## config.mk

```make
export PLATFORM = sky130hd
export DESIGN_NAME = exec_core
export DESIGN_NICKNAME = d
export VERILOG_FILES = /design/src/rtl/rv32_pkg.sv /design/src/rtl/exec_core.sv /design/src/rtl/pipe_reg.sv /design/src/rtl/issue_stage.sv /design/src/rtl/reg_file.sv /design/src/rtl/alu.sv
export VERILOG_INCLUDE_DIRS = /design/src /design/src/include
export SDC_FILE = /design/constraint.sdc
export NUM_CORES = 2
export LEC_CHECK = 0
export BUFFER_PORTS_ARGS = -buffer_cell sky130_fd_sc_hd__buf_4
export CAP_MARGIN = 20
export CORE_ASPECT_RATIO = 1.5
export CORE_MARGIN = 2
export CORE_UTILIZATION = 45
export DETAILED_ROUTE_END_ITERATION = 10
export GPL_ROUTABILITY_DRIVEN = 0
export GPL_TIMING_DRIVEN = 1
export PLACE_DENSITY_LB_ADDON = 0.2
export SYNTH_ARGS = -nofsm -noshare
export SYNTH_HDL_FRONTEND = slang
export SYNTH_SLANG_ARGS = --single-unit
```

## constraint.sdc

```tcl
create_clock -name clk_i -period 7.34 [get_ports clk_i]
set_clock_uncertainty 0.2 [all_clocks]
set_input_delay 0.367 -clock clk_i [delete_from_list [all_inputs] [get_ports clk_i]]
set_output_delay 0.367 -clock clk_i [all_outputs]
set_load 0.02 [all_outputs]
```

## src/include/rv32_settings.svh

```systemverilog
`ifndef RV32_SETTINGS_SVH
`define RV32_SETTINGS_SVH

// ***********************************************************
// datapath and register file sizes.
// ***********************************************************
`define RV32_reg_data_width_gp 32
`define RV32_reg_addr_width_gp 5
`define RV32_reg_els_gp        32

// major opcodes, matched against the 7-bit op field.
`define RV32_OP       7'b0110011
`define RV32_OP_IMM   7'b0010011
`define RV32_LOAD     7'b0000011
`define RV32_STORE    7'b0100011
`define RV32_BRANCH   7'b1100011
`define RV32_JALR_OP  7'b1100111
`define RV32_LUI_OP   7'b0110111
`define RV32_AUIPC_OP 7'b0010111

// ***********************************************************
// whole-instruction casez patterns.
// ***********************************************************
`define RV32_LUI   32'b????????????????????_?????_0110111
`define RV32_AUIPC 32'b????????????????????_?????_0010111
`define RV32_JALR  32'b????????????_?????_000_?????_1100111
`define RV32_LR_W  32'b00010_??_00000_?????_010_?????_0101111
`define RV32_BEQ   32'b???????_?????_?????_000_?????_1100011
`define RV32_BNE   32'b???????_?????_?????_001_?????_1100011
`define RV32_BLT   32'b???????_?????_?????_100_?????_1100011
`define RV32_BGE   32'b???????_?????_?????_101_?????_1100011
`define RV32_BLTU  32'b???????_?????_?????_110_?????_1100011
`define RV32_BGEU  32'b???????_?????_?????_111_?????_1100011
`define RV32_LB    32'b????????????_?????_000_?????_0000011
`define RV32_LH    32'b????????????_?????_001_?????_0000011
`define RV32_LW    32'b????????????_?????_010_?????_0000011
`define RV32_LBU   32'b????????????_?????_100_?????_0000011
`define RV32_LHU   32'b????????????_?????_101_?????_0000011
`define RV32_SB    32'b???????_?????_?????_000_?????_0100011
`define RV32_SH    32'b???????_?????_?????_001_?????_0100011
`define RV32_SW    32'b???????_?????_?????_010_?????_0100011
`define RV32_ADDI  32'b????????????_?????_000_?????_0010011
`define RV32_SLTI  32'b????????????_?????_010_?????_0010011
`define RV32_SLTIU 32'b????????????_?????_011_?????_0010011
`define RV32_XORI  32'b????????????_?????_100_?????_0010011
`define RV32_ORI   32'b????????????_?????_110_?????_0010011
`define RV32_ANDI  32'b????????????_?????_111_?????_0010011
`define RV32_SLLI  32'b0000000_?????_?????_001_?????_0010011
`define RV32_SRLI  32'b0000000_?????_?????_101_?????_0010011
`define RV32_SRAI  32'b0100000_?????_?????_101_?????_0010011
`define RV32_ADD   32'b0000000_?????_?????_000_?????_0110011
`define RV32_SUB   32'b0100000_?????_?????_000_?????_0110011
`define RV32_SLL   32'b0000000_?????_?????_001_?????_0110011
`define RV32_SLT   32'b0000000_?????_?????_010_?????_0110011
`define RV32_SLTU  32'b0000000_?????_?????_011_?????_0110011
`define RV32_XOR   32'b0000000_?????_?????_100_?????_0110011
`define RV32_SRL   32'b0000000_?????_?????_101_?????_0110011
`define RV32_SRA   32'b0100000_?????_?????_101_?????_0110011
`define RV32_OR    32'b0000000_?????_?????_110_?????_0110011
`define RV32_AND   32'b0000000_?????_?????_111_?????_0110011

// immediates, each widened to 32 bits.
`define RV32_signext_Iimm(instr) {{21{instr[31]}}, instr[30:20]}
`define RV32_signext_Simm(instr) {{21{instr[31]}}, instr[30:25], instr[11:7]}
`define RV32_signext_Uimm(instr) {instr[31:12], 12'b0}

`endif
```

## src/rtl/rv32_pkg.sv

```systemverilog
`include "rv32_settings.svh"

package rv32_pkg;

        // ***********************************************************
        // instruction word, laid out as the R-type fields.
        // ***********************************************************
        typedef struct packed {
                logic [6:0]                           funct7;
                logic [`RV32_reg_addr_width_gp-1:0]   rs2;
                logic [`RV32_reg_addr_width_gp-1:0]   rs1;
                logic [2:0]                           funct3;
                logic [`RV32_reg_addr_width_gp-1:0]   rd;
                logic [6:0]                           op;
        } instruction_s;

        // issue to execute.
        typedef struct packed {
                instruction_s                         instr;
                logic [`RV32_reg_data_width_gp-1:0]   rs1_val;  // already bypassed.
                logic [`RV32_reg_data_width_gp-1:0]   rs2_val;
                logic                                 writes_rd;
                logic [`RV32_reg_addr_width_gp-1:0]   rd;
        } id_ex_s;

        // execute to writeback.
        typedef struct packed {
                logic [`RV32_reg_addr_width_gp-1:0]   rd;
                logic                                 writes_rd;
                logic [`RV32_reg_data_width_gp-1:0]   result;
                logic                                 is_branch;
                logic                                 jump;  // branch taken.
        } ex_wb_s;

endpackage

```

## src/rtl/exec_core.sv

```systemverilog
`timescale 1ns/1ns
`include "rv32_settings.svh"

module exec_core
        import rv32_pkg::*;
        (
        input  logic                               clk_i,
        input  logic                               reset_i,
        input  logic                               instr_v_i,
        input  instruction_s                       instr_i,
        output logic                               result_v_o,
        output logic [`RV32_reg_addr_width_gp-1:0] rd_o,
        output logic                               rd_we_o,
        output logic [`RV32_reg_data_width_gp-1:0] result_o,
        output logic                               branch_v_o,
        output logic                               branch_taken_o
        );

logic [`RV32_reg_addr_width_gp-1:0] rs1_addr, rs2_addr;
logic [`RV32_reg_data_width_gp-1:0] rs1_data, rs2_data;
logic [`RV32_reg_data_width_gp-1:0] alu_result;
logic                               alu_jump;
id_ex_s                             id_ex_d, id_ex_q;
ex_wb_s                             ex_wb_d, ex_wb_q;
logic                               id_ex_v, ex_wb_v;

// ***********************************************************
// issue.
// ***********************************************************
issue_stage issue (
        .clk_i(clk_i), .instr_v_i(instr_v_i), .instr_i(instr_i),
        .rs1_addr_o(rs1_addr), .rs2_addr_o(rs2_addr),
        .rs1_data_i(rs1_data), .rs2_data_i(rs2_data),
        .ex_v_i(id_ex_v), .ex_rd_i(id_ex_q.rd),
        .ex_we_i(id_ex_q.writes_rd), .ex_result_i(alu_result),
        .wb_v_i(ex_wb_v), .wb_rd_i(ex_wb_q.rd),
        .wb_we_i(ex_wb_q.writes_rd), .wb_result_i(ex_wb_q.result),
        .payload_o(id_ex_d));

pipe_reg #(.payload_t(id_ex_s)) id_ex (
        .clk_i(clk_i), .reset_i(reset_i),
        .v_i(instr_v_i), .data_i(id_ex_d),
        .v_o(id_ex_v), .data_o(id_ex_q));

// ***********************************************************
// execute.
// ***********************************************************
alu ex_alu (
        .rs1_i(id_ex_q.rs1_val), .rs2_i(id_ex_q.rs2_val), .op_i(id_ex_q.instr),
        .result_o(alu_result), .jump_now_o(alu_jump));

assign ex_wb_d.rd        = id_ex_q.rd;
assign ex_wb_d.writes_rd = id_ex_q.writes_rd;
assign ex_wb_d.result    = alu_result;
assign ex_wb_d.is_branch = (id_ex_q.instr.op ==? `RV32_BRANCH);
assign ex_wb_d.jump      = alu_jump;

pipe_reg #(.payload_t(ex_wb_s)) ex_wb (
        .clk_i(clk_i), .reset_i(reset_i),
        .v_i(id_ex_v), .data_i(ex_wb_d),
        .v_o(ex_wb_v), .data_o(ex_wb_q));

// ***********************************************************
// writeback.
// ***********************************************************
reg_file rf (
        .clk_i(clk_i), .reset_i(reset_i),
        .rs1_addr_i(rs1_addr), .rs2_addr_i(rs2_addr),
        .rs1_data_o(rs1_data), .rs2_data_o(rs2_data),
        .we_i(rd_we_o), .wa_i(ex_wb_q.rd), .wd_i(ex_wb_q.result));

assign result_v_o     = ex_wb_v;
assign rd_o           = ex_wb_q.rd;
assign rd_we_o        = ex_wb_v & ex_wb_q.writes_rd;
assign result_o       = ex_wb_q.result;
assign branch_v_o     = ex_wb_v & ex_wb_q.is_branch;
assign branch_taken_o = branch_v_o & ex_wb_q.jump;  // low whenever no branch retires.

endmodule

```

## src/rtl/pipe_reg.sv

```systemverilog
`timescale 1ns/1ns

module pipe_reg
        #(parameter type payload_t = logic)
        (
        input  logic     clk_i,
        input  logic     reset_i,
        input  logic     v_i,
        input  payload_t data_i,
        output logic     v_o,
        output payload_t data_o
        );

always_ff @(posedge clk_i)
begin
        if (reset_i)
                v_o <= 1'b0;
        else
                v_o <= v_i;
end

// payload follows the valid bit and may hold stale data when v_o is low.
always_ff @(posedge clk_i)
begin
        data_o <= data_i;
end

endmodule

```

## src/rtl/issue_stage.sv

```systemverilog
`timescale 1ns/1ns
`include "rv32_settings.svh"

module issue_stage
        import rv32_pkg::*;
        (
        input  logic                               clk_i,
        input  logic                               instr_v_i,
        input  instruction_s                       instr_i,
        output logic [`RV32_reg_addr_width_gp-1:0] rs1_addr_o,
        output logic [`RV32_reg_addr_width_gp-1:0] rs2_addr_o,
        input  logic [`RV32_reg_data_width_gp-1:0] rs1_data_i,
        input  logic [`RV32_reg_data_width_gp-1:0] rs2_data_i,
        input  logic                               ex_v_i,
        input  logic [`RV32_reg_addr_width_gp-1:0] ex_rd_i,
        input  logic                               ex_we_i,
        input  logic [`RV32_reg_data_width_gp-1:0] ex_result_i,
        input  logic                               wb_v_i,
        input  logic [`RV32_reg_addr_width_gp-1:0] wb_rd_i,
        input  logic                               wb_we_i,
        input  logic [`RV32_reg_data_width_gp-1:0] wb_result_i,
        output id_ex_s                             payload_o
        );

logic writes_rd;
logic supported;

// the younger result in EX has priority over the one in WB.
function automatic logic [`RV32_reg_data_width_gp-1:0] forward
        (input logic [`RV32_reg_addr_width_gp-1:0] addr,
         input logic [`RV32_reg_data_width_gp-1:0] rf_data);
        logic [`RV32_reg_data_width_gp-1:0] value;
        value = rf_data;
        if (addr != '0)
        begin
                if (ex_v_i && ex_we_i && (ex_rd_i == addr))
                        value = ex_result_i;
                else if (wb_v_i && wb_we_i && (wb_rd_i == addr))
                        value = wb_result_i;
        end
        return value;
endfunction

assign rs1_addr_o = instr_i.rs1;
assign rs2_addr_o = instr_i.rs2;

// loads write nothing here, as there is no data memory.
assign writes_rd = (instr_i.rd != '0)
                 & ((instr_i.op ==? `RV32_LUI_OP) | (instr_i.op ==? `RV32_AUIPC_OP)
                  | (instr_i.op ==? `RV32_OP) | (instr_i.op ==? `RV32_OP_IMM)
                  | (instr_i.op ==? `RV32_JALR_OP) | (instr_i ==? `RV32_LR_W));

always_comb
begin
        payload_o.instr     = instr_i;
        payload_o.rs1_val   = forward(instr_i.rs1, rs1_data_i);
        payload_o.rs2_val   = forward(instr_i.rs2, rs2_data_i);
        payload_o.writes_rd = writes_rd;
        payload_o.rd        = instr_i.rd;
end

// ***********************************************************
// input checks.
// ***********************************************************
assign supported = (instr_i.op ==? `RV32_LUI_OP) | (instr_i.op ==? `RV32_AUIPC_OP)
                 | (instr_i.op ==? `RV32_OP) | (instr_i.op ==? `RV32_OP_IMM)
                 | (instr_i.op ==? `RV32_LOAD) | (instr_i.op ==? `RV32_STORE)
                 | (instr_i.op ==? `RV32_BRANCH) | (instr_i.op ==? `RV32_JALR_OP)
                 | (instr_i ==? `RV32_LR_W);

a_supported: assert property (@(posedge clk_i) instr_v_i |-> supported)
        else $error("issue_stage: unsupported instruction %h.", instr_i);

endmodule

```

## src/rtl/reg_file.sv

```systemverilog
`timescale 1ns/1ns
`include "rv32_settings.svh"

module reg_file
        (
        input  logic                               clk_i,
        input  logic                               reset_i,
        input  logic [`RV32_reg_addr_width_gp-1:0] rs1_addr_i,
        input  logic [`RV32_reg_addr_width_gp-1:0] rs2_addr_i,
        output logic [`RV32_reg_data_width_gp-1:0] rs1_data_o,
        output logic [`RV32_reg_data_width_gp-1:0] rs2_data_o,
        input  logic                               we_i,
        input  logic [`RV32_reg_addr_width_gp-1:0] wa_i,
        input  logic [`RV32_reg_data_width_gp-1:0] wd_i
        );

// x0 has no storage.
logic [`RV32_reg_data_width_gp-1:0] regs_r [1:`RV32_reg_els_gp-1];

always_ff @(posedge clk_i)
begin
        if (reset_i)
        begin
                for (int i = 1; i < `RV32_reg_els_gp; i++)
                        regs_r[i] <= '0;
        end
        else if (we_i && (wa_i != '0))
                regs_r[wa_i] <= wd_i;
end

assign rs1_data_o = (rs1_addr_i == '0) ? '0 : regs_r[rs1_addr_i];
assign rs2_data_o = (rs2_addr_i == '0) ? '0 : regs_r[rs2_addr_i];

// the issue stage clears writes_rd for rd of zero, so no write reaches x0.
a_no_x0_write: assert property (@(posedge clk_i) disable iff (reset_i)
        we_i |-> (wa_i != '0))
        else $error("reg_file: write enable raised for x0.");

endmodule

```

## src/rtl/alu.sv

```systemverilog
`timescale 1ns/1ns
`include "rv32_settings.svh"

module alu
        import rv32_pkg::*;
        (
        input  logic [`RV32_reg_data_width_gp-1:0] rs1_i,
        input  logic [`RV32_reg_data_width_gp-1:0] rs2_i,
        input  instruction_s                       op_i,
        output logic [`RV32_reg_data_width_gp-1:0] result_o,
        output logic                               jump_now_o
        );

localparam int width_lp = `RV32_reg_data_width_gp;

logic                is_imm_op;
logic                is_store;
logic                sub_not_add;
logic                shift_fill;
logic                carry;
logic                sum_is_zero;
logic [4:0]          sh_amount;
logic [width_lp-1:0] op2;
logic [width_lp-1:0] adder_b;
logic [width_lp:0]   sum;
logic [width_lp:0]   shr_out;
logic [width_lp-1:0] shl_out;

// ***********************************************************
// operand select and the shared adder.
// ***********************************************************
assign is_imm_op = (op_i.op ==? `RV32_OP_IMM) | (op_i.op ==? `RV32_LOAD)
                 | (op_i.op ==? `RV32_JALR_OP);
assign is_store  = (op_i.op ==? `RV32_STORE);

always_comb
begin
        if (is_store)
                op2 = `RV32_signext_Simm(op_i);
        else if (is_imm_op)
                op2 = `RV32_signext_Iimm(op_i);
        else
                op2 = rs2_i;
end

// compares of every kind subtract.
assign sub_not_add = (op_i.op ==? `RV32_BRANCH) | (op_i ==? `RV32_SUB)
                   | (op_i ==? `RV32_SLT) | (op_i ==? `RV32_SLTI)
                   | (op_i ==? `RV32_SLTU) | (op_i ==? `RV32_SLTIU);

assign adder_b = sub_not_add ? ~op2 : op2;

// sign-extended to 33 bits so sum[32] is the signed less-than.
assign {carry, sum} = {rs1_i[width_lp-1], rs1_i} + {adder_b[width_lp-1], adder_b}
                    + sub_not_add;
assign sum_is_zero = (sum[width_lp-1:0] == '0);

// ***********************************************************
// shifter.
// ***********************************************************
assign sh_amount  = is_imm_op ? op_i.rs2 : rs2_i[4:0];
assign shift_fill = ((op_i ==? `RV32_SRA) | (op_i ==? `RV32_SRAI)) & rs1_i[width_lp-1];
assign shr_out    = $signed({shift_fill, rs1_i}) >>> sh_amount;
assign shl_out    = rs1_i << sh_amount;

// ***********************************************************
// result and branch decision.
// ***********************************************************
always_comb
begin
        result_o   = '0;
        jump_now_o = 1'b0;  // only branches drive it high.

        unique casez (op_i)
        `RV32_LUI, `RV32_AUIPC:
                result_o = `RV32_signext_Uimm(op_i);
        `RV32_ADDI, `RV32_ADD, `RV32_SUB,
        `RV32_LB, `RV32_LH, `RV32_LW, `RV32_LBU, `RV32_LHU,
        `RV32_SB, `RV32_SH, `RV32_SW:
                result_o = sum[width_lp-1:0];
        `RV32_LR_W:
                result_o = rs1_i;  // the address is the register itself.
        `RV32_SLTI, `RV32_SLT:
                result_o = {{(width_lp-1){1'b0}}, sum[width_lp]};
        `RV32_SLTIU, `RV32_SLTU:
                result_o = {{(width_lp-1){1'b0}}, ~carry};
        `RV32_XORI, `RV32_XOR:
                result_o = rs1_i ^ op2;
        `RV32_ORI, `RV32_OR:
                result_o = rs1_i | op2;
        `RV32_ANDI, `RV32_AND:
                result_o = rs1_i & op2;
        `RV32_SLLI, `RV32_SLL:
                result_o = shl_out;
        `RV32_SRLI, `RV32_SRL, `RV32_SRAI, `RV32_SRA:
                result_o = shr_out[width_lp-1:0];
        `RV32_JALR:
                result_o = {sum[width_lp-1:1], 1'b0};
        `RV32_BEQ:
                jump_now_o = sum_is_zero;
        `RV32_BNE:
                jump_now_o = ~sum_is_zero;
        `RV32_BLT:
                jump_now_o = sum[width_lp];
        `RV32_BGE:
                jump_now_o = ~sum[width_lp];
        `RV32_BLTU:
                jump_now_o = ~carry;  // a borrow out means rs1 is below rs2.
        `RV32_BGEU:
                jump_now_o = carry;
        default:
        begin
                result_o   = '0;
                jump_now_o = 1'b0;
        end
        endcase
end

endmodule

```

==> impl_metrics.tcl <==
set metrics [dict create \
    grt_max_degree 111 \
    rsz0062_at_grt "false" \
    swShare_pct 28.6 \
    htree_levels 3 \
    core_area_um2 148000 \
    synth_edf_count 1024 \
    critPathMaxFanout 31 \
    fin_ws_ns 1.03 \
    firstDrtPassIters 8 \
    clockBufferDepth 3 \
    grt_usage_pct 33.0 \
    drv_cap 0 \
    antenna_found_initial 21 \
    slew_violations 0 \
    wl_met3_um 27300 \
    dp_hpwl_um 151000 \
    start_util_pct 45.3 \
    areaGrowthSynthToFinish_pct 10.4 \
    drive_above_1_share_pct 23.7 \
    p_per_area_nw_per_um2 227 \
    synth_common_cells "edfxtp_1 (1,024), and2_1 (1,000), mux4_2 (669)" \
    synth-seq-cells 1163 \
    ant_nets 0 \
    grt_pass1_wl_um 352000 \
    seq_power_share_pct 45.7 \
    grt_pass1_vias 45800 \
    vias_per_cell 6.74 \
    yosysSeqAreaShare_pct 49.9 \
    yosysMostFrequentCell "edfxtp_1" \
    worstMarginPinSlew_ns 1.19 \
    wl_um 253000 \
    utilization_pct 50.1 \
    outcome "complete, no violations" \
    clkPwrFrac_pct 36.3 \
    comb_power_share_pct 18.0 \
    wl_met1_um 87000 \
    avgSynthCellArea_um2 13.7 \
    cts-buffers-inserted 110 \
    irDropWorstVdd_uv 199 \
    io_pins 76 \
    nNetsFinal 4942 \
    fp.dieW_um 319 \
    place.port_buffers 75 \
    ys.flop_type "edfxtp_1" \
    hp-class "input pin to register" \
    syn_inst 4918 \
    ys_types 79 \
    clock_latency_ns 0.77 \
    hold_violations 0 \
    syn_area_um2 67100 \
    synth_area_leaders "edfxtp_1 (46%), mux4_2 (22%), and2_1 (9.3%)" \
    reg2regPathDepth 17 \
    cts_root_buffer "clkbuf_16" \
    crit_path_end_kind "register" \
    vias 46100 \
    async_flop_share_pct 0 \
    critPathArrivalTime_ns 6.82 \
    hold_depth 2 \
    post-route-min-period_ns 6.31 \
    wl_per_cell_um 37.0 \
    setup-tns-final_ns 0 \
    leakage_uw 0.0273 \
    design_area_um2 74100 \
    cell_internal_pwr_uw 12000 \
    clkTransAtPathRegs_ns 0.08 \
    drtIter0Drc 6487 \
    fin_crit_sh_pct 85.9 \
    critPathKind "register to register" \
    setup_viol 0 \
    placed_area_um2 69800 \
    drc 0 \
    start_kind "register" \
    synth_top_area_share_pct 45.8 \
    required_ns 7.86 \
    wl_met2_um 119000 \
    slew_headroom_pct 20.0 \
    yosys.area.top_type "edfxtp_1" \
    fmax_mhz 159 \
    die-area_um2 152000 \
    ys_warn_count 0 \
    tritoncts "done" \
    gr-total-overflow 0 \
    dp_slack_ns 1.20 \
    p_switching_uw 4800 \
    cts.sinks 1163 \
    chipHeight_um 477 \
    top_layer "met5" \
    fp-row-count 173 \
]
## worst max-delay path: stages, from the launching register on
cell       delay [ns]
dfxtp_1          0.76
nor4b_1          0.12
and4_1           0.23
o211ai_1         0.28
o21a_2           0.91
xor2_1           0.24
inv_1            0.08
fa_1             0.41
o21ai_1          0.50
a31o_2           0.33
o211ai_1         0.17
a2111oi_0        0.57
o21ai_0          0.21
a2111oi_0        0.41
nand4_1          0.17
nor4b_1          0.32
a221o_1          0.20
o211a_1          0.14
## worst paths after layout
| kind | from | to | slack [ns] |
|---|---|---|---|
| setup / recovery | id_ex.data_o[84]$_DFF_P_ | ex_wb.data_o[0]$_DFF_P_ | 1.03 |
| hold / removal | instr_i[7] | id_ex.data_o[77]$_DFF_P_ | 0.07 |
| setup reg to reg | id_ex.data_o[84]$_DFF_P_ | ex_wb.data_o[0]$_DFF_P_ | 1.03 |
| hold reg to reg | id_ex.data_o[5]$_DFF_P_ | ex_wb.data_o[34]$_DFF_P_ | 0.22 |
## power groups by stage
stage	Combinational, uW	Clock, uW	Sequential (uW)
3_5_place_dp	2890	0	7810
4_1_cts	2920	6140	7670
5_1_grt	3150	6370	7700
2_1_floorplan	1970	0	7690
6_report	3020	6110	7680
3_3_place_gp	2880	0	7800
## metrics by stage
step | power (uW) | std cells | hold WS [ns]
floorplan | 9660 | 4949 | 0.150
global placement | 10700 | 6576 | 0.209
detailed placement | 10700 | 6582 | 0.207
CTS | 16700 | 6821 | 0.0272
global route | 17200 | 6833 | 0.0586
finish | 16800 | 6843 | 0.0683
## cell families after synthesis
kind of cell               share of synthesized area [%]
and+or+nand+nor                                     13.1
buffers and inverters                               3.75
other                                            0.00559
muxes                                               25.3
AOI/OAI and AO/OA                                   5.07
adders and majority gates                           1.84
DFF                                                 49.9
xor gates and xnor gates                           0.978
## cell type report
type | count | area (um^2)
antenna | 12 | 30.0
inverter | 116 | 435
clock inverter | 70 | 836
timing repair buffer | 252 | 2400
sequential | 1163 | 33500
tap | 1925 | 2410
fill | 12500 | 73900
multi-input combinational | 3166 | 31600
clock buffer | 139 | 2910
## per-layer routing
layer / GRT usage [%] / vias up
met5: 0.476 / -
met3: 7.41 / 872
met4: 21.8 / 8
met1: 40.6 / 23700
li1: - / 18400
met2: 52.5 / 3104
## registers in the layout (all words and copies together), names as in the netlist
| register | cells |
|---|---|
| rf.regs_r | 1024 |
| id_ex.data_o | 97 |
| ex_wb.data_o | 40 |
| ex_wb.v_o | 1 |
| id_ex.v_o | 1 |
## layout by cell type (no fill, tap or decap), types with 14 or more instances in the layout
cell type      Yosys  final
nand3_1           37     35
clkbuf_1         373     26
a211oi_1          16     16
buf_4             43    192
or2_2             37     30
a21oi_1          126    125
xor2_1            53     53
nor2_4             0     31
bufinv_16          0     16
a22oi_1           15     15
edfxtp_1        1024   1024
nor3_1            27     25
conb_1             1     32
clkbuf_16          0    112
buf_16             0     14
mux4_2           669    669
o21ai_0          194    192
nor2_1           152    117
o211ai_1          26     26
and2_1          1000   1000
or3_1             19     19
dlygate4sd3_1      0     30
a221oi_1          14     14
xnor2_1           22     22
dfxtp_1          139    138
ha_1              97     97
inv_1            116    116
nand2_1          201    201
o22ai_1           45     45
clkinv_1           0     20
and3_1            17     17
mux2i_1          178    175
clkinv_2           0     17
## timing repair
action / in CTS / in global routing
resized for setup: 0 / 0
hold buffers: 30 / 0
setup buffers: 0 / 0
hold endpoints to repair: 30 / 0
(Power assumes the default switching activity.)
